[config.mk]
export PLATFORM = sky130hd
export DESIGN_NAME = line_memory_flat
export DESIGN_NICKNAME = d
export VERILOG_FILES = /design/src/design/wb_pkg.sv /design/src/design/line_bus_if.sv /design/src/design/line_memory.sv /design/src/flat_wrapper.sv
export SDC_FILE = /design/constraint.sdc
export NUM_CORES = 2
export LEC_CHECK = 0
export BUFFER_PORTS_ARGS = -buffer_cell sky130_fd_sc_hd__buf_2
export CORE_ASPECT_RATIO = 1.75
export CORE_UTILIZATION = 55
export CTS_CLUSTER_SIZE = 25
export DETAILED_ROUTE_END_ITERATION = 10
export PLACE_DENSITY = 0.77
export REMOVE_ABC_BUFFERS = 1
export SYNTH_ARGS = -nofsm -noshare
export SYNTH_HDL_FRONTEND = slang
export SYNTH_SLANG_ARGS = --single-unit
[constraint.sdc]
create_clock -name clk -period 8.8 [get_ports clk]
set_clock_uncertainty 0.05 [all_clocks]
set_input_delay 1.76 -clock clk [delete_from_list [all_inputs] [get_ports clk]]
set_output_delay 1.76 -clock clk [all_outputs]
set_load 0.05 [all_outputs]
[src/design/wb_pkg.sv]
package wb_pkg;

    localparam int LINE_WORDS_MAX = 8;
    localparam int OFFSET_BITS = 5;
    // wide enough for any MEM_LINES the memory is built with
    localparam int INDEX_BITS = 8;
    localparam int TAG_BITS = 32 - INDEX_BITS - OFFSET_BITS;

    typedef logic [31:0] word_t;

    // word 0 sits in the low bits and goes out first
    typedef logic [LINE_WORDS_MAX*32-1:0] line_t;

    // raw view for whole-word compare, field view for line decode
    typedef union packed {
        logic [31:0] raw;
        struct packed {
            logic [TAG_BITS-1:0] tag;
            logic [INDEX_BITS-1:0] index;
            logic [OFFSET_BITS-1:0] offset;
        } f;
    } line_addr_u;

endpackage
[src/design/line_bus_if.sv]
interface line_bus_if;

    // address phase
    logic req;
    logic we;
    wb_pkg::line_addr_u addr;
    logic gnt_ack;

    // write beats
    wb_pkg::word_t wdata;
    logic wvalid;
    logic wlast;
    logic wready;

    // read beats
    wb_pkg::word_t rdata;
    logic rvalid;
    logic rlast;
    logic rready;

    modport master (
        output req, we, addr, wdata, wvalid, wlast, rready,
        input  gnt_ack, wready, rdata, rvalid, rlast
    );

    modport slave (
        input  req, we, addr, wdata, wvalid, wlast, rready,
        output gnt_ack, wready, rdata, rvalid, rlast
    );

endinterface

[src/design/line_memory.sv]
module line_memory #(
    parameter int MEM_LINES = 16
) (
    input  logic      clk,
    input  logic      rstn,
    line_bus_if.slave bus
);

    localparam int BEAT_BITS = $clog2(wb_pkg::LINE_WORDS_MAX);
    localparam int LINE_BITS = $clog2(MEM_LINES);
    localparam int WORDS = MEM_LINES * wb_pkg::LINE_WORDS_MAX;
    localparam int AW = LINE_BITS + BEAT_BITS;

    localparam logic [1:0] S_IDLE  = 2'd0;
    localparam logic [1:0] S_WRITE = 2'd1;
    localparam logic [1:0] S_READ  = 2'd2;

    wb_pkg::word_t mem_q [WORDS];

    logic [1:0]           state;
    logic                 sweeping;
    logic [AW-1:0]        sweep_idx;
    logic [LINE_BITS-1:0] line_q;
    logic [BEAT_BITS-1:0] beat;
    logic [AW-1:0]        word_idx;
    logic                 wr_en;
    logic [AW-1:0]        wr_idx;
    wb_pkg::word_t        wr_word;

    assign word_idx = {line_q, beat};

    // zero sweep shares the write port
    always_comb begin
        wr_en = sweeping || (bus.wvalid && bus.wready);
        wr_idx = sweeping ? sweep_idx : word_idx;
        wr_word = sweeping ? '0 : bus.wdata;
    end

    always_ff @(posedge clk) begin
        if (wr_en) begin
            mem_q[wr_idx] <= wr_word;
        end
    end

    always_ff @(posedge clk) begin
        if (!rstn) begin
            state <= S_IDLE;
            sweeping <= 1'b1;
            sweep_idx <= '0;
            beat <= '0;
        end else begin
            if (sweeping) begin
                sweep_idx <= sweep_idx + 1'b1;
                if (sweep_idx == AW'(WORDS - 1)) begin
                    sweeping <= 1'b0;
                end
            end
            case (state)
                S_IDLE: begin
                    if (bus.req && bus.gnt_ack) begin
                        state <= bus.we ? S_WRITE : S_READ;
                        beat <= '0;
                    end
                end
                S_WRITE: begin
                    if (bus.wvalid) begin
                        beat <= beat + 1'b1;
                        if (bus.wlast) begin
                            state <= S_IDLE;
                        end
                    end
                end
                S_READ: begin
                    // hold the beat while the master stalls
                    if (bus.rready) begin
                        beat <= beat + 1'b1;
                        if (bus.rlast) begin
                            state <= S_IDLE;
                        end
                    end
                end
                default: state <= S_IDLE;
            endcase
        end
    end

    always_ff @(posedge clk) begin
        if (bus.req && bus.gnt_ack) begin
            line_q <= bus.addr.f.index[LINE_BITS-1:0];
        end
    end

    assign bus.gnt_ack = state == S_IDLE && !sweeping;
    assign bus.wready = state == S_WRITE;
    assign bus.rvalid = state == S_READ;
    assign bus.rdata = mem_q[word_idx];
    assign bus.rlast = beat == BEAT_BITS'(wb_pkg::LINE_WORDS_MAX - 1);

endmodule

[src/flat_wrapper.sv]
// flat-port wrapper written by rule: the top's interface ports become plain ports
module line_memory_flat 
#(
    parameter int MEM_LINES = 16
)
  (clk, rstn, bus_req, bus_we, bus_addr, bus_wdata, bus_wvalid, bus_wlast, bus_rready, bus_gnt_ack, bus_wready, bus_rdata, bus_rvalid, bus_rlast);
  line_bus_if bus_i ();
  input  logic clk;
  input  logic rstn;
  input wire logic [$bits(bus_i.req)-1:0] bus_req;
  input wire logic [$bits(bus_i.we)-1:0] bus_we;
  input wire logic [$bits(bus_i.addr)-1:0] bus_addr;
  input wire logic [$bits(bus_i.wdata)-1:0] bus_wdata;
  input wire logic [$bits(bus_i.wvalid)-1:0] bus_wvalid;
  input wire logic [$bits(bus_i.wlast)-1:0] bus_wlast;
  input wire logic [$bits(bus_i.rready)-1:0] bus_rready;
  output wire logic [$bits(bus_i.gnt_ack)-1:0] bus_gnt_ack;
  output wire logic [$bits(bus_i.wready)-1:0] bus_wready;
  output wire logic [$bits(bus_i.rdata)-1:0] bus_rdata;
  output wire logic [$bits(bus_i.rvalid)-1:0] bus_rvalid;
  output wire logic [$bits(bus_i.rlast)-1:0] bus_rlast;
  assign bus_i.req = bus_req;
  assign bus_i.we = bus_we;
  assign bus_i.addr = bus_addr;
  assign bus_i.wdata = bus_wdata;
  assign bus_i.wvalid = bus_wvalid;
  assign bus_i.wlast = bus_wlast;
  assign bus_i.rready = bus_rready;
  assign bus_gnt_ack = bus_i.gnt_ack;
  assign bus_wready = bus_i.wready;
  assign bus_rdata = bus_i.rdata;
  assign bus_rvalid = bus_i.rvalid;
  assign bus_rlast = bus_i.rlast;
  line_memory #(.MEM_LINES(MEM_LINES)) u_core (.clk(clk), .rstn(rstn), .bus(bus_i));
endmodule
==> flow_summary.json <==
{
  "ios": 107,
  "min_period_ns": 7.24,
  "grt_pass1_wl_mm": 614,
  "drive_above_1_share": 0.350,
  "cts-hold-fix-buffers": 0,
  "synth_edf_count": 4100,
  "cts_tree": "yes",
  "routed_wl_mm": 463,
  "r2r_cells": 7,
  "leakage_nw": 52.7,
  "ys_warn_count": 0,
  "async_flop_share": 0,
  "path_max_fanout": 65,
  "crit_path_top_delay_cell": "dfxtp_4",
  "grt_pass1_vias": 77263,
  "area_growth_pct": 11.6,
  "grt_max_degree": 131,
  "core_area_um2": 284000,
  "port-buffer-count": 78,
  "vias_per_cell": 7.24,
  "gr-total-overflow": 0,
  "vdd_drop_max_uv": 174,
  "hold_end": "u_core.state[1]$_SDFFE_PN0P_",
  "drtIter0Drc": 13094,
  "fp.dieH_um": 708,
  "finalHoldViolations": 0,
  "dp_hpwl_mm": 220,
  "crit_path_start_kind": "register",
  "grt_use_total": 0.315,
  "cts_root_buffer": "clkbuf_16",
  "crit_buf_inv": 3,
  "critPathCaptureType": "primary output",
  "clkSlewWorstSetupHoldPaths_ns": 0.07,
  "first_pass_iters": 6,
  "row_count": 259,
  "utilization": 0.616,
  "min_period_over_period": 0.822,
  "numCtsBuffers": 328,
  "cp-startpoint": "u_core.beat[0]$_SDFFE_PN0P_",
  "r2r_start": "u_core.beat[1]$_SDFFE_PN0P_",
  "ys_ff_latch": 4113,
  "gp_congestion": 0.854,
  "drt.antenna.violating_nets": 0,
  "r2r_slack_ns": 3.61,
  "cts-htree-levels": 5,
  "worst_hold_slack_ns": 0.481,
  "crit_arrival_ns": 5.43,
  "drc": 0,
  "clock-sinks": 4113,
  "ys_types": 37,
  "ys.flop_type": "edfxtp_1",
  "holdPathStages": 2,
  "max-slew-margin-rel": 0.0537,
  "syn_area_um2": 157000,
  "crit_path_cell_trace": "buf_12 -> buf_12 -> mux4_2 -> mux4_2 -> mux4_2 -> mux2_2 -> buf_2",
  "critPathMostFrequentCell": "mux4_2",
  "crit_family": "multiplexers",
  "clock_path_buffers": 4,
  "antenna_found_initial": 66,
  "routedWlPerCell_um": 43.5,
  "netlist_instances": 6095,
  "fin_nets": 6497,
  "via_count": 77095,
  "timing_max_transition_violations_final": 0,
  "tns_ns": 0,
  "cts_resized": 0,
  "ys_seq_area_frac": 0.787,
  "slowest_delay_ns": 0.89,
  "power_density_nw_per_um2": 209,
  "initial_utilization": 0.552,
  "status": "finished, final reports clean",
  "min_from": "u_core.state[1]$_SDFFE_PN0P_",
  "drv_cap": 0,
  "die_w_um": 406,
  "critical_path_class": "register to primary output",
  "post-cts-setup-buffers": 0,
  "cp.required_ns": 6.99,
  "setup_viol": 0,
  "fmax_mhz": 138,
  "rsz0062_at_grt": "false",
  "clk_latency_ns": 0.92,
  "avgSynthCellArea_um2": 25.7,
  "tightest_slew_ns": 1.42,
  "die_area_um2": 287000,
  "timing.rr.end": "u_core.mem_q[111][16]$_DFFE_PP_",
  "hold_class": "register to register"
}
==> cells in the mapped netlist (6+ instances only) <==
| library cell | count | area, µm² |
|---|---|---|
| buf_2 | 91 | 455 |
| a21oi_1 | 7 | 35.0 |
| clkbuf_1 | 196 | 736 |
| mux2_2 | 33 | 372 |
| ha_1 | 7 | 87.6 |
| edfxtp_1 | 4100 | 123000 |
| nor2_1 | 133 | 499 |
| inv_1 | 11 | 41.3 |
| o32ai_1 | 8 | 70.1 |
| nand2_1 | 25 | 93.8 |
| buf_1 | 32 | 120 |
| o21ai_0 | 13 | 65.1 |
| nor2b_1 | 35 | 219 |
| dfxtp_1 | 13 | 260 |
| nand3_1 | 13 | 65.1 |
| nand2b_1 | 6 | 37.5 |
| mux4_2 | 1344 | 30300 |
==> worst max path at each step <==
stage / to / cells after the start
2_1_floorplan: bus_rdata[0] / 4
6_report: bus_rdata[6] / 7
3_3_place_gp: bus_rdata[6] / 7
4_1_cts: bus_rdata[5] / 7
3_5_place_dp: bus_rdata[6] / 7
5_1_grt: bus_rdata[6] / 7
==> placed cells by master, fill, tap and decap left out, types with 30 or more instances in the layout <==
master / netlist / layout
buf_4: 0 / 206
clkbuf_16: 0 / 335
mux4_2: 1344 / 1344
clkinv_1: 1 / 64
edfxtp_1: 4100 / 4100
clkinv_2: 0 / 58
diode_2: 0 / 197
buf_12: 0 / 30
bufinv_16: 0 / 37
nor2b_4: 0 / 32
mux2_2: 33 / 33
clkbuf_1: 196 / 47
buf_2: 91 / 78
nor2_4: 0 / 128
==> kinds of logic after synthesis <==
group	share of synthesized area
multiplexers	0.196
AND/OR/NAND/NOR	0.00636
adder cells (fa/ha/maj)	0.000559
buffers and inverters	0.00875
XOR/XNOR	0.000224
AO/OA/AOI/OAI	0.00144
flip-flops	0.787
==> final cells by class <==
type | count | area, µm²
Multi-Input combinational cell | 1649 | 33200
Sequential cell | 4113 | 123000
Clock inverter | 195 | 1970
Clock buffer | 382 | 8560
Antenna cell | 197 | 493
Fill cell | 17697 | 109000
Tap cell | 3784 | 4730
Timing Repair Buffer | 314 | 2540
Inverter | 13 | 60.1
==> state kept, by name, summed over array words and instances, names as in the netlist <==
signal	count
u_core.beat	3
u_core.line_q	4
u_core.state	2
u_core.mem_q	4096
u_core.sweep_idx	7
u_core.sweeping	1
==> where the power goes <==
part	internal (W)	switching, W	total [W]	leakage [nW]
Combinational	0.0000571	0.000139	0.000197	9.34
Clock	0.00810	0.00706	0.0152	5.14
Sequential	0.0212	0.0000192	0.0213	38.2
==> through the flow <==
| stage | setup WS [ns] | std cells | instance area [µm²] | power (W) |
|---|---|---|---|---|
| floorplan | -37.22 | 5775 | 155000 | 0.0218 |
| global placement | 2.67 | 9873 | 164000 | 0.0219 |
| detailed placement | 2.63 | 9873 | 164000 | 0.0219 |
| CTS | 1.63 | 10450 | 174000 | 0.0366 |
| global route | 1.47 | 10624 | 175000 | 0.0373 |
| finish | 1.56 | 10647 | 175000 | 0.0366 |
==> routing by layer <==
layer	global-route usage	vias up	routed length [µm]
met5	0	-	206
met4	0.254	32	44700
met3	0.0654	1743	50500
met2	0.519	7677	232000
met1	0.357	40188	135000
li1	-	27455	-
==> tightest hold or removal path: stages (launching register included) <==
cell     delay [ns]
dfxtp_1        0.34
o21ai_0        0.08
a21oi_1        0.06
(Power assumes the default switching activity.)
