File: config.mk
export PLATFORM = sky130hd
export DESIGN_NAME = refill_reader_flat
export DESIGN_NICKNAME = d
export VERILOG_FILES = /design/src/design/wb_pkg.sv /design/src/design/line_bus_if.sv /design/src/design/refill_reader.sv /design/src/flat_wrapper.sv
export SDC_FILE = /design/constraint.sdc
export NUM_CORES = 1
export LEC_CHECK = 0
export ABC_AREA = 0
export ABC_CLOCK_PERIOD_IN_PS = 5700
export BUFFER_PORTS_ARGS = -buffer_cell sky130_fd_sc_hd__buf_2
export CAP_MARGIN = 25
export CORE_AREA = 2 2 266 268
export DETAILED_ROUTE_END_ITERATION = 10
export DIE_AREA = 0 0 268 270
export HOLD_SLACK_MARGIN = 0.02
export PLACE_DENSITY = 0.4
export SLEW_MARGIN = 20
export SYNTH_ARGS = -nofsm -noshare
export SYNTH_HDL_FRONTEND = slang
export SYNTH_SLANG_ARGS = --single-unit
export TNS_END_PERCENT = 20
File: constraint.sdc
create_clock -name clk -period 5.7 [get_ports clk]
set_clock_uncertainty 0.2 [all_clocks]
set_input_delay 1.14 -clock clk [delete_from_list [all_inputs] [get_ports clk]]
set_output_delay 1.14 -clock clk [all_outputs]
set_load 0.02 [all_outputs]
File: src/design/wb_pkg.sv
package wb_pkg;

    localparam int LINE_WORDS_MAX = 8;
    localparam int OFFSET_BITS = 5;
    // wide enough for any MEM_LINES the memory is built with
    localparam int INDEX_BITS = 8;
    localparam int TAG_BITS = 32 - INDEX_BITS - OFFSET_BITS;

    typedef logic [31:0] word_t;

    // word 0 sits in the low bits and goes out first
    typedef logic [LINE_WORDS_MAX*32-1:0] line_t;

    // raw view for whole-word compare, field view for line decode
    typedef union packed {
        logic [31:0] raw;
        struct packed {
            logic [TAG_BITS-1:0] tag;
            logic [INDEX_BITS-1:0] index;
            logic [OFFSET_BITS-1:0] offset;
        } f;
    } line_addr_u;

endpackage
File: src/design/line_bus_if.sv
interface line_bus_if;

    // address phase
    logic req;
    logic we;
    wb_pkg::line_addr_u addr;
    logic gnt_ack;

    // write beats
    wb_pkg::word_t wdata;
    logic wvalid;
    logic wlast;
    logic wready;

    // read beats
    wb_pkg::word_t rdata;
    logic rvalid;
    logic rlast;
    logic rready;

    modport master (
        output req, we, addr, wdata, wvalid, wlast, rready,
        input  gnt_ack, wready, rdata, rvalid, rlast
    );

    modport slave (
        input  req, we, addr, wdata, wvalid, wlast, rready,
        output gnt_ack, wready, rdata, rvalid, rlast
    );

endinterface

File: src/design/refill_reader.sv
module refill_reader (
    input  logic               clk,
    input  logic               rstn,
    input  wb_pkg::line_addr_u rd_addr,
    input  logic               rd_valid,
    output logic               rd_ready,
    output wb_pkg::line_t      rsp_data,
    output logic               rsp_hit,
    output logic               rsp_valid,
    input  logic               rsp_ready,
    output wb_pkg::line_addr_u query_addr,
    input  wb_pkg::line_t      query_data,
    input  logic               query_hit,
    line_bus_if.master         bus
);

    localparam int BEAT_BITS = $clog2(wb_pkg::LINE_WORDS_MAX);
    localparam int WORD_BITS = $bits(wb_pkg::word_t);

    localparam logic [2:0] S_INIT = 3'd0;
    localparam logic [2:0] S_IDLE = 3'd1;
    localparam logic [2:0] S_ADDR = 3'd2;
    localparam logic [2:0] S_DATA = 3'd3;
    localparam logic [2:0] S_RSP  = 3'd4;

    logic [2:0]           state;
    logic [BEAT_BITS-1:0] beat;
    wb_pkg::line_addr_u   req_addr;
    wb_pkg::line_t        line_q;
    logic                 hit_q;
    logic                 accept;

    assign accept = rd_valid && rd_ready;
    // buffer is probed while the request is offered
    assign query_addr = rd_addr;

    always_ff @(posedge clk) begin
        if (!rstn) begin
            state <= S_INIT;
            beat <= '0;
            hit_q <= 1'b0;
        end else begin
            case (state)
                S_INIT: state <= S_IDLE;
                S_IDLE: begin
                    if (accept) begin
                        hit_q <= query_hit;
                        state <= query_hit ? S_RSP : S_ADDR;
                    end
                end
                S_ADDR: begin
                    if (bus.gnt_ack) begin
                        state <= S_DATA;
                        beat <= '0;
                    end
                end
                S_DATA: begin
                    if (bus.rvalid) begin
                        beat <= beat + 1'b1;
                        if (bus.rlast) begin
                            state <= S_RSP;
                        end
                    end
                end
                S_RSP: begin
                    if (rsp_ready) begin
                        state <= S_IDLE;
                    end
                end
                default: state <= S_IDLE;
            endcase
        end
    end

    always_ff @(posedge clk) begin
        if (accept) begin
            req_addr <= rd_addr;
            req_addr.f.offset <= '0;
            if (query_hit) begin
                line_q <= query_data;
            end
        end
        // assemble the miss line beat by beat
        if (state == S_DATA && bus.rvalid) begin
            line_q[beat*WORD_BITS +: WORD_BITS] <= bus.rdata;
        end
    end

    assign rd_ready = state == S_IDLE;
    assign rsp_valid = state == S_RSP;
    assign rsp_data = line_q;
    assign rsp_hit = hit_q;

    assign bus.req = state == S_ADDR;
    assign bus.we = 1'b0;
    assign bus.addr = req_addr;
    assign bus.wdata = '0;
    assign bus.wvalid = 1'b0;
    assign bus.wlast = 1'b0;
    assign bus.rready = state == S_DATA;

endmodule

File: src/flat_wrapper.sv
// flat-port wrapper written by rule: the top's interface ports become plain ports
module refill_reader_flat 
  (clk, rstn, rd_addr, rd_valid, rd_ready, rsp_data, rsp_hit, rsp_valid, rsp_ready, query_addr, query_data, query_hit, bus_req, bus_we, bus_addr, bus_wdata, bus_wvalid, bus_wlast, bus_rready, bus_gnt_ack, bus_wready, bus_rdata, bus_rvalid, bus_rlast);
  line_bus_if bus_i ();
  input  logic clk;
  input  logic rstn;
  input  wb_pkg::line_addr_u rd_addr;
  input  logic rd_valid;
  output logic rd_ready;
  output wb_pkg::line_t rsp_data;
  output logic rsp_hit;
  output logic rsp_valid;
  input  logic rsp_ready;
  output wb_pkg::line_addr_u query_addr;
  input  wb_pkg::line_t query_data;
  input  logic query_hit;
  output wire logic [$bits(bus_i.req)-1:0] bus_req;
  output wire logic [$bits(bus_i.we)-1:0] bus_we;
  output wire logic [$bits(bus_i.addr)-1:0] bus_addr;
  output wire logic [$bits(bus_i.wdata)-1:0] bus_wdata;
  output wire logic [$bits(bus_i.wvalid)-1:0] bus_wvalid;
  output wire logic [$bits(bus_i.wlast)-1:0] bus_wlast;
  output wire logic [$bits(bus_i.rready)-1:0] bus_rready;
  input wire logic [$bits(bus_i.gnt_ack)-1:0] bus_gnt_ack;
  input wire logic [$bits(bus_i.wready)-1:0] bus_wready;
  input wire logic [$bits(bus_i.rdata)-1:0] bus_rdata;
  input wire logic [$bits(bus_i.rvalid)-1:0] bus_rvalid;
  input wire logic [$bits(bus_i.rlast)-1:0] bus_rlast;
  assign bus_req = bus_i.req;
  assign bus_we = bus_i.we;
  assign bus_addr = bus_i.addr;
  assign bus_wdata = bus_i.wdata;
  assign bus_wvalid = bus_i.wvalid;
  assign bus_wlast = bus_i.wlast;
  assign bus_rready = bus_i.rready;
  assign bus_i.gnt_ack = bus_gnt_ack;
  assign bus_i.wready = bus_wready;
  assign bus_i.rdata = bus_rdata;
  assign bus_i.rvalid = bus_rvalid;
  assign bus_i.rlast = bus_rlast;
  refill_reader u_core (.clk(clk), .rstn(rstn), .rd_addr(rd_addr), .rd_valid(rd_valid), .rd_ready(rd_ready), .rsp_data(rsp_data), .rsp_hit(rsp_hit), .rsp_valid(rsp_valid), .rsp_ready(rsp_ready), .query_addr(query_addr), .query_data(query_data), .query_hit(query_hit), .bus(bus_i));
endmodule
==> key figures <==
Run status
  – Run status: finished, final reports clean

Power and ir drop
  – PwrDens: 468 nW/um^2
  – Worst vdd ir: 0.000191 V
  – Logic gate share of total power: 33.8%
  – Sequential power share: 37.5%
  – Clock share of power: 28.7%
  – Lkg Pwr: 9.36 nW
  – Internal power: 5.23 mW
  – Sw Share: 37.5%
  – Sw power: 3.14 mW

Finish
  – FF+latch area: 6080 sq um
  – Multi-input logic area: 5950 sq um
  – Post-layout util: 25.7%
  – Fill cells: 7707
  – Commonest non-fill, non-tap cells in the layout: buf_2, dfxtp_1, mux2i_1
  – Area Overhead vs Synth: 36.0%
  – Net count, final: 2251
  – Layout cells sized above 1: 37.6%
  – Commonest non-fill, non-tap cell in the layout: buf_2
  – Final std cells w/o fill: 2888

Global route
  – Vias in the first global route: 11700
  – Total global routing overflow: 0
  – Initial antenna violation count: 6
  – Total track usage: 16.4%
  – Global-route wire length before repair: 84.8 mm
  – Largest net degree at the start of global routing: 76

Setup path
  – Crit path launch type: flip-flop
  – Crit path max fanout: 64
  – Crit Path Category: flip-flop to flip-flop
  – R2r startpoint: u_core.beat[0]
  – Crit path launch: u_core.beat[0]
  – Worst EP arrival: 3.89 ns
  – Required @ worst endpoint: 5.91 ns
  – Worst Setup End Kind: flip-flop

Floorplan
  – Vert. Die Dim: 270 microns
  – Initial core utilization: 18.9%
  – Rows: 97
  – Core area: 69500 sq um
  – Die Area: 72400 sq um
  – Die span in x: 268 microns
  – IO Pins: 689

Synth
  – Synth Instances: 1374
  – Post-synthesis simple-gate area fraction: 10.8%
  – Multiplexer share of the synthesized area: 19.8%
  – Synth Area in Adders: 0.666%
  – Post-synthesis compound-gate area fraction: 12.4%
  – Yosys Warn Count: 0
  – Main synth FF type: dfxtp_1
  – Area share of the largest cell type after synthesis: 40.0%
  – Cell taking the most area after synthesis: dfxtp_1
  – Synth area leaders: dfxtp_1, mux2i_1, a21oi_1
  – Syn_area_per_cell: 9.57 sq um
  – Seq/Total Area, Yosys: 46.2%
  – Number of distinct library cells after synthesis: 44
  – Mapped Area: 13100 sq um
  – Xor and xnor fraction of the mapped netlist area: 0.133%
  – Main combinational cell family by area after synthesis: multiplexers
  – Post-synth EDFFs: 27
  – Share of synthesized registers carrying an async set or reset: 0%
  – #FFs+latches synth: 290

Timing
  – RSZ-0062 raised after global routing: no
  – Final worst-path cycle share: 64.6%
  – Final Hold Vio Count: 0
  – # setup viols final: 0
  – Worst slew margin: 31.3%
  – Fin crit period: 3.68 ns
  – Setup tns final: 0 ns
  – Max Clk Rate: 272 MHz
  – Least-Margin Pin Slew: 1.03 ns
  – Final setup margin: 2.02 ns
  – Max-slew violation count: 0

Place
  – Final GP Congestion: 0.857
  – Final HPWL DP: 45.1 mm
  – Cell total after placement: 2814
  – Port Buffer Count: 637
  – Dpl ws: 1.89 ns

Routing
  – Total Routed Length: 61.7 mm
  – Vias per cell: 4.13
  – Number of detailed-route iterations in the first pass: 5
  – First DRT Iteration DRCs: 565
  – Antenna-violating nets left: 0
  – WL per Instance: 21.4 microns
  – Detailed-route DRC error count: 0
  – Via count: 11900

Clocking
  – Number of buffers created by CTS: 38
  – CTS Hold Buffers Added: 0
  – Post-CTS Setup Bufs: 0
  – Clock Sinks: 290
  – Post-cts gate resize count: 0
  – CTS root buffer: clkbuf_16
  – CTS tree: built
  – H-tree levels: 2
  – Worst skew pair latency: 0.57 ns
  – Clock buffer depth: 3
  – Clock transition at path regs: 0.06 ns

Min path
  – Hold Crit Class: flip-flop to flip-flop
  – Hold Path Origin: u_core.rsp_hit

Job
  – Max-cap violation count: 0
==> worst paths after layout <==
path                                             to  slack [ns]  depth (start not counted)
worst max-delay path            u_core.rsp_data[31]        2.02                          8
worst min-delay path                 u_core.rsp_hit        0.29                          2
worst max register to register  u_core.rsp_data[31]        2.02                          8
worst min register to register       u_core.rsp_hit        0.29                          2
==> through the flow <==
| step | area (sq um) | power, mW | hold WS (ns) |
|---|---|---|---|
| floorplan | 13300 | 4.86 | 0.352 |
| global placement | 16600 | 6.01 | 0.267 |
| detailed placement | 16600 | 6.04 | 0.279 |
| CTS | 17800 | 8.49 | 0.289 |
| global route | 17900 | 8.80 | 0.328 |
| finish | 17900 | 8.36 | 0.292 |
==> registers in the layout, summed over array words and instances, names as in the netlist <==
register	cells
u_core.rsp_data	256
u_core.bus.addr	27
u_core.beat	3
u_core.state	3
u_core.rsp_hit	1
==> power groups by stage <==
stage                     combinational, mW  clock [mW]  sequential (mW)
after global placement                 2.84           0             3.16
after detailed placement               2.87           0             3.17
final                                  2.83        2.40             3.14
after global routing                   3.03        2.55             3.22
after CTS                              2.87        2.48             3.14
after floorplan                       0.862           0             4.00
==> layer usage <==
metal / vias to the layer above / GRT usage (%) / wire, microns
li1: 5780 / - / -
met1: 5669 / 20.4 / 26500
met2: 416 / 28.7 / 30700
met3: 69 / 3.15 / 3370
met4: 2 / 3.98 / 1180
met5: - / 0 / 11
==> worst max-delay path: stages (launching register included) <==
cell and delay (ns):
dfxtp_1 0.68, inv_1 0.25, ha_1 0.29, ha_1 0.41, or4b_1 0.50, or3_2 0.41
buf_4 0.31, a21oi_1 0.40, a21oi_1 0.07
==> cells by family after synthesis <==
| kind of cell | count (synthesis) |
|---|---|
| AOI/OAI and AO/OA | 322 |
| xor gates and xnor gates | 2 |
| adders and majority gates | 7 |
| buffers and inverters | 200 |
| DFF | 290 |
| muxes | 260 |
| other | 1 |
| and+or+nand+nor | 292 |
==> cell usage after synthesis (all sizes together) (3+ instances only) <==
library cell	instances
a21oi	187
buf	149
clkbuf	44
dfxtp	263
edfxtp	27
ha	7
inv	7
mux2i	258
nand2	41
nand2b	21
nand3	88
nor2	119
nor2b	3
nor3	3
nor4	4
o21ai	130
or3	4
==> cell type report <==
class | instances | area share [%]
flip-flops and latches | 290 | 34.0
multi-input cells | 923 | 33.3
well taps | 940 | 6.58
clock buffers | 55 | 5.90
clock inverters | 14 | 0.924
inverters | 7 | 0.147
diodes | 4 | 0.0560
repair buffers | 655 | 19.1
Note: power is estimated with default switching activity, not from simulation.
