### config.mk
export PLATFORM = sky130hd
export DESIGN_NAME = write_buffer_flat
export DESIGN_NICKNAME = d
export VERILOG_FILES = /design/src/design/wb_pkg.sv /design/src/design/line_bus_if.sv /design/src/design/write_buffer.sv /design/src/flat_wrapper.sv
export SDC_FILE = /design/constraint.sdc
export NUM_CORES = 2
export LEC_CHECK = 0
export BUFFER_PORTS_ARGS = -buffer_cell sky130_fd_sc_hd__clkbuf_2
export CORE_MARGIN = 3
export CORE_UTILIZATION = 50
export CTS_BUF_LIST = sky130_fd_sc_hd__clkbuf_16
export DETAILED_ROUTE_END_ITERATION = 8
export GPL_TIMING_DRIVEN = 0
export PLACE_DENSITY = 0.69
export SLEW_MARGIN = 5
export SYNTH_ARGS = -nofsm -noshare
export SYNTH_HDL_FRONTEND = slang
export SYNTH_SLANG_ARGS = --single-unit
### constraint.sdc
create_clock -name clk -period 99.5 [get_ports clk]
set_input_delay 14.925 -clock clk [delete_from_list [all_inputs] [get_ports clk]]
set_output_delay 14.925 -clock clk [all_outputs]
set_load 0.005 [all_outputs]
### src/design/wb_pkg.sv
package wb_pkg;

    localparam int LINE_WORDS_MAX = 8;
    localparam int OFFSET_BITS = 5;
    // wide enough for any MEM_LINES the memory is built with
    localparam int INDEX_BITS = 8;
    localparam int TAG_BITS = 32 - INDEX_BITS - OFFSET_BITS;

    typedef logic [31:0] word_t;

    // word 0 sits in the low bits and goes out first
    typedef logic [LINE_WORDS_MAX*32-1:0] line_t;

    // raw view for whole-word compare, field view for line decode
    typedef union packed {
        logic [31:0] raw;
        struct packed {
            logic [TAG_BITS-1:0] tag;
            logic [INDEX_BITS-1:0] index;
            logic [OFFSET_BITS-1:0] offset;
        } f;
    } line_addr_u;

endpackage
### src/design/line_bus_if.sv
interface line_bus_if;

    // address phase
    logic req;
    logic we;
    wb_pkg::line_addr_u addr;
    logic gnt_ack;

    // write beats
    wb_pkg::word_t wdata;
    logic wvalid;
    logic wlast;
    logic wready;

    // read beats
    wb_pkg::word_t rdata;
    logic rvalid;
    logic rlast;
    logic rready;

    modport master (
        output req, we, addr, wdata, wvalid, wlast, rready,
        input  gnt_ack, wready, rdata, rvalid, rlast
    );

    modport slave (
        input  req, we, addr, wdata, wvalid, wlast, rready,
        output gnt_ack, wready, rdata, rvalid, rlast
    );

endinterface

### src/design/write_buffer.sv
module write_buffer #(
    parameter int DEPTH = 5
) (
    input  logic               clk,
    input  logic               rstn,
    input  wb_pkg::line_addr_u in_addr,
    input  wb_pkg::line_t      in_data,
    input  logic               in_valid,
    output logic               in_ready,
    input  wb_pkg::line_addr_u query_addr,
    output wb_pkg::line_t      query_data,
    output logic               query_hit,
    line_bus_if.master         bus
);

    localparam int CW = $clog2(DEPTH + 1);
    localparam int BEAT_BITS = $clog2(wb_pkg::LINE_WORDS_MAX);
    localparam int WORD_BITS = $bits(wb_pkg::word_t);

    localparam logic [1:0] S_IDLE = 2'd0;
    localparam logic [1:0] S_ADDR = 2'd1;
    localparam logic [1:0] S_DATA = 2'd2;

    wb_pkg::line_addr_u addr_q [DEPTH];
    wb_pkg::line_t      data_q [DEPTH];

    logic [CW-1:0]        count;
    logic [CW-1:0]        count_nxt;
    logic [CW-1:0]        oldest;
    logic [1:0]           state;
    logic [BEAT_BITS-1:0] beat;
    wb_pkg::line_addr_u   drain_addr;
    wb_pkg::line_t        drain_line;
    logic                 push;
    logic                 drop;

    assign push = in_valid && in_ready;
    // entry goes once its last beat is taken
    assign drop = bus.wvalid && bus.wready && bus.wlast;
    // pushes shift everything up, so the oldest is always at count-1
    assign oldest = count - 1'b1;

    always_comb begin
        count_nxt = count;
        if (push && !drop) begin
            count_nxt = count + 1'b1;
        end else if (drop && !push) begin
            count_nxt = count - 1'b1;
        end
    end

    always_ff @(posedge clk) begin
        if (!rstn) begin
            count <= '0;
            in_ready <= 1'b0;
        end else begin
            count <= count_nxt;
            in_ready <= count_nxt < CW'(DEPTH);
        end
    end

    // shift queue, entry 0 newest
    always_ff @(posedge clk) begin
        if (push) begin
            addr_q[0] <= in_addr;
            data_q[0] <= in_data;
            for (int i = 1; i < DEPTH; i++) begin
                addr_q[i] <= addr_q[i-1];
                data_q[i] <= data_q[i-1];
            end
        end
    end

    // newest valid match wins
    always_comb begin
        query_hit = 1'b0;
        query_data = '0;
        for (int i = DEPTH - 1; i >= 0; i--) begin
            if (i < int'(count) && addr_q[i].raw == query_addr.raw) begin
                query_hit = 1'b1;
                query_data = data_q[i];
            end
        end
    end

    // drain fsm
    always_ff @(posedge clk) begin
        if (!rstn) begin
            state <= S_IDLE;
            beat <= '0;
        end else begin
            case (state)
                S_IDLE: begin
                    if (count != '0) begin
                        state <= S_ADDR;
                    end
                end
                S_ADDR: begin
                    if (bus.gnt_ack) begin
                        state <= S_DATA;
                        beat <= '0;
                    end
                end
                S_DATA: begin
                    if (bus.wready) begin
                        beat <= beat + 1'b1;
                        if (bus.wlast) begin
                            state <= S_IDLE;
                        end
                    end
                end
                default: state <= S_IDLE;
            endcase
        end
    end

    // snapshot of the oldest entry for the burst
    always_ff @(posedge clk) begin
        if (state == S_IDLE && count != '0) begin
            drain_addr <= addr_q[oldest];
            drain_addr.f.offset <= '0;
            drain_line <= data_q[oldest];
        end
    end

    assign bus.req = state == S_ADDR;
    assign bus.we = 1'b1;
    assign bus.addr = drain_addr;
    assign bus.wvalid = state == S_DATA;
    assign bus.wdata = drain_line[beat*WORD_BITS +: WORD_BITS];
    assign bus.wlast = beat == BEAT_BITS'(wb_pkg::LINE_WORDS_MAX - 1);
    assign bus.rready = 1'b0;

endmodule

### src/flat_wrapper.sv
// flat-port wrapper written by rule: the top's interface ports become plain ports
module write_buffer_flat 
#(
    parameter int DEPTH = 5
)
  (clk, rstn, in_addr, in_data, in_valid, in_ready, query_addr, query_data, query_hit, bus_req, bus_we, bus_addr, bus_wdata, bus_wvalid, bus_wlast, bus_rready, bus_gnt_ack, bus_wready, bus_rdata, bus_rvalid, bus_rlast);
  line_bus_if bus_i ();
  input  logic clk;
  input  logic rstn;
  input  wb_pkg::line_addr_u in_addr;
  input  wb_pkg::line_t in_data;
  input  logic in_valid;
  output logic in_ready;
  input  wb_pkg::line_addr_u query_addr;
  output wb_pkg::line_t query_data;
  output logic query_hit;
  output wire logic [$bits(bus_i.req)-1:0] bus_req;
  output wire logic [$bits(bus_i.we)-1:0] bus_we;
  output wire logic [$bits(bus_i.addr)-1:0] bus_addr;
  output wire logic [$bits(bus_i.wdata)-1:0] bus_wdata;
  output wire logic [$bits(bus_i.wvalid)-1:0] bus_wvalid;
  output wire logic [$bits(bus_i.wlast)-1:0] bus_wlast;
  output wire logic [$bits(bus_i.rready)-1:0] bus_rready;
  input wire logic [$bits(bus_i.gnt_ack)-1:0] bus_gnt_ack;
  input wire logic [$bits(bus_i.wready)-1:0] bus_wready;
  input wire logic [$bits(bus_i.rdata)-1:0] bus_rdata;
  input wire logic [$bits(bus_i.rvalid)-1:0] bus_rvalid;
  input wire logic [$bits(bus_i.rlast)-1:0] bus_rlast;
  assign bus_req = bus_i.req;
  assign bus_we = bus_i.we;
  assign bus_addr = bus_i.addr;
  assign bus_wdata = bus_i.wdata;
  assign bus_wvalid = bus_i.wvalid;
  assign bus_wlast = bus_i.wlast;
  assign bus_rready = bus_i.rready;
  assign bus_i.gnt_ack = bus_gnt_ack;
  assign bus_i.wready = bus_wready;
  assign bus_i.rdata = bus_rdata;
  assign bus_i.rvalid = bus_rvalid;
  assign bus_i.rlast = bus_rlast;
  write_buffer #(.DEPTH(DEPTH)) u_core (.clk(clk), .rstn(rstn), .in_addr(in_addr), .in_data(in_data), .in_valid(in_valid), .in_ready(in_ready), .query_addr(query_addr), .query_data(query_data), .query_hit(query_hit), .bus(bus_i));
endmodule
==> run_results.csv <==
group,metric,value,unit
status,status,"finished, violations left",
status,violations,"max-capacitance violations, max-slew violations",
detailed_routing,wire_per_inst,31.9,um
sta,rsz0062_at_grt,"false",
detailed_routing,wl_met2,119000,um
power,p_comb_frac,0.124,
sta,fin_worst_skew,0.0492,ns
clocking,cts_max_level,4,
clocking,clockRootBuffer,"clkbuf_16",
detailed_routing,route.detailed.drc,0,
yosys,synth_edf_count,1723,
yosys,synthFlopType,"edfxtp_1",
worst_setup_path,arrival,19.70,ns
floorplan,rows,147,
power,leakage,34.2,nW
sta,finalCriticalPeriod,34.62,ns
detailed_routing,via_per_inst,6.54,
power,switching_share,0.257,
flow_run,cap_violations,1,
yosys,synth_seq_cells,1732,
detailed_routing,route.top_layer_used,"met5",
detailed_routing,ant_nets,0,
yosys,yosysWarnings,0,
sta,setup_viol,0,
sta,hold_viol,0,
detailed_routing,drt_iter0_markers,9098,
yosys,ys_types,35,
grt,track_usage,0.321,
detailed_routing,first_pass_iters,8,
worst_setup_path,crit_fanout,10,
min_path,whs_path_depth,0,
yosys,syn_area,81400,um^2
worst_setup_path,max_stage_delay,1.12,ns
worst_setup_path,path_buf_inv,4,
placed_design,io_buffer_count,612,
detailed_routing,wl_met3,40600,um
detailed_routing,met1_length,104000,um
sta,slew_headroom,-0.0231,
yosys,synth.avg_cell_area,14.7,um^2
clocking,cts.clk_slew.worst_paths,0.06,ns
clocking,postCtsSetupBuffers,0,
floorplan,die_h,410,um
clocking,cts-resized-gates,0,
sta,fin_tns_setup,0,ns
clocking,clk-insertion-delay-late,0.81,ns
grt,overflow,0,
cells_and_area,layout-drive-gt1-share,0.259,
sta,period_share,0.348,
worst_setup_path,worstPathCellList,"clkbuf_1, xor2_1, nor4_1, nand4_1, nor2_1, clkbuf_1, clkbuf_1, a311oi_1, o22ai_1, clkbuf_2",
yosys,synth-async-reset-ratio,0,
grt,first_global_vias,54700,
power,power.total,1.84,mW
worst_setup_path,ff2ff_setup_slack,94.59,ns
floorplan,core_area,161000,um^2
grt,antenna_found_initial,41,
worst_setup_path,cp_common_cell,"clkbuf_1",
min_path,whs_endpoint,"u_core.data_q[1][125]",
clocking,cts.sink_count,1732,
cells_and_area,synthToLayoutAreaGrowth,15.5,%
power,pwr-share-seq,0.492,
worst_setup_path,critical_path_class,"in -> out",
power,p_int,1.37,mW
worst_setup_path,slowest_stage,"clkbuf_1",
sta,tightest_slew,1.53,ns
worst_setup_path,cp_top_family,"buffers and inverters",
floorplan,fp.dieW,410,um
detailed_routing,finalWirelength,278000,um
power,p_per_area,19.6,nW/um^2
sta,slew_violations,11,
grt,grt_max_degree,131,
power,p_switching,0.474,mW
grt,grt_first_pass_wirelength,391000,um
clocking,numCtsBuffers,185,
clocking,tritoncts,"yes",
min_path,worstHoldStart,"u_core.data_q[0][125]",
floorplan,start_util,0.505,
yosys,syn-instance-count,5530,
clocking,cts_buffer_depth,3,
worst_setup_path,end_kind,"output port",
floorplan,pin_count,686,
worst_setup_path,reg2reg_depth,8,
worst_setup_path,r2r-end,"u_core.drain_line[145]",
cells_and_area,finalNetCount,6741,
floorplan,die_area,168000,um^2
worst_setup_path,r2r-start,"u_core.count[0]",
yosys,seq_area_frac_synth,0.638,
power,clockPowerShare,0.384,
detailed_routing,vias,56900,
placed_design,hpwl,195000,um
sta,fmaxAchievable,0.0289,GHz
min_path,hold_path.class,"reg -> reg",
worst_setup_path,crit_required,84.58,ns
placed_design,gp_congestion,0.943,
worst_setup_path,cp-start-kind,"input pin",
power,peakVddDrop,0.0000158,V
clocking,cts_hold_buf,0,
## how the worst max path moves through the flow
stage / start / end / slack (ns) / depth (start not counted)
6_report: query_addr[16] / query_data[22] / 64.88 / 10
5_1_grt: query_addr[16] / query_data[23] / 65.12 / 10
4_1_cts: query_addr[27] / query_data[115] / 65.13 / 11
3_5_place_dp: query_addr[27] / query_data[115] / 65.15 / 11
3_3_place_gp: in_valid / u_core.count[0] / 37.01 / 6
2_1_floorplan: in_valid / u_core.count[0] / 51.27 / 5
## power by group through the flow
stage / Sequential [mW] / Combinational (mW) / Clock, mW
5_1_grt: 0.906 / 0.237 / 0.742
6_report: 0.904 / 0.228 / 0.707
4_1_cts: 0.902 / 0.226 / 0.713
3_5_place_dp: 0.916 / 0.224 / 0
3_3_place_gp: 0.996 / 0.216 / 0
2_1_floorplan: 0.952 / 0.129 / 0
## final cells by class
| type | count | area (um^2) |
|---|---|---|
| Antenna cell | 18 | 45.0 |
| Tap cell | 2160 | 2700 |
| Sequential cell | 1732 | 51900 |
| Buffer | 548 | 2240 |
| Fill cell | 12700 | 67100 |
| Clock buffer | 188 | 4700 |
| Multi-Input combinational cell | 2994 | 26300 |
| Inverter | 261 | 987 |
| Clock inverter | 148 | 1410 |
| Timing Repair Buffer | 654 | 3690 |
## logic make-up (layout without fill, tap and decap cells)
kind of cell	Yosys count	after routing	synth area share
mux	919	919	0.171
simple gates	1372	1372	0.0849
other cells	2	25	0.0000922
fa+ha+maj	6	6	0.000922
xor+xnor	162	162	0.0174
buf+inv	809	1799	0.0393
flops	1732	1732	0.638
compound gates	528	528	0.0485
## Yosys cell counts, drive strengths merged, types with 16 or more instances
cell type | n | area share
a311oi | 257 | 0.028
and3 | 257 | 0.020
buf | 130 | 0.0080
clkbuf | 418 | 0.019
edfxtp | 1723 | 0.64
inv | 261 | 0.012
mux2 | 315 | 0.044
mux2i | 257 | 0.032
mux4 | 347 | 0.096
nand2 | 269 | 0.012
nand4 | 16 | 0.0012
nor2 | 265 | 0.012
nor3 | 265 | 0.016
nor4 | 285 | 0.022
o22ai | 256 | 0.020
xnor2 | 37 | 0.0040
xor2 | 125 | 0.013
## routing by layer
| metal | GRT usage | vias to the layer above |
|---|---|---|
| met5 | 0 | - |
| met4 | 0.142 | 14 |
| met3 | 0.118 | 546 |
| met2 | 0.454 | 4146 |
| met1 | 0.446 | 28500 |
| li1 | - | 23600 |
## worst reg2reg max path, cell delays in order (launching register included)
cell	delay (ns)
dfxtp_1	0.37
clkbuf_1	0.52
inv_1	0.26
ha_1	0.34
clkbuf_1	0.62
clkbuf_1	0.91
clkbuf_1	0.81
mux4_2	0.45
mux2_2	0.35
## flip-flops by register name, summed over array words and instances, names as in the netlist
register and count:
u_core.drain_line 256, u_core.addr_q 160, u_core.count 3, u_core.state 2
u_core.beat 3, u_core.data_q 1280, u_core.in_ready 1, u_core.bus.addr 27
## through the flow
step	utilization	instance area (um^2)	worst slack [ns]	hold slack [ns]	std cells
floorplan	-	81400	51.27	0.436	5535
finish	0.584	94000	64.88	0.445	8703
CTS	0.583	94000	65.13	0.443	8685
global route	0.583	94000	65.12	0.449	8692
global placement	0.541	87200	37.01	0.442	8307
detailed placement	0.545	87900	65.15	0.452	8349
## placed cells by master (no fill, tap or decap), types with 9 or more instances in the layout
cell type  count
clkinv_2      28
dfxtp_1        9
clkinv_1      32
bufinv_16     24
nor2_1       265
o22ai_1      256
clkbuf_2     627
buf_1         43
nor4_1       284
buf_4         36
nand4_1       16
and3_1       257
xnor2_1       37
inv_1        300
buf_2         64
mux4_2       347
mux2_2       315
buf_16        12
xor2_1       125
a311oi_1     257
clkbuf_16    188
nor3_1       263
mux2i_1      257
buf_6         15
diode_2       18
edfxtp_1    1723
clkbuf_1     403
nand2_1      269
(Power assumes the default switching activity.)
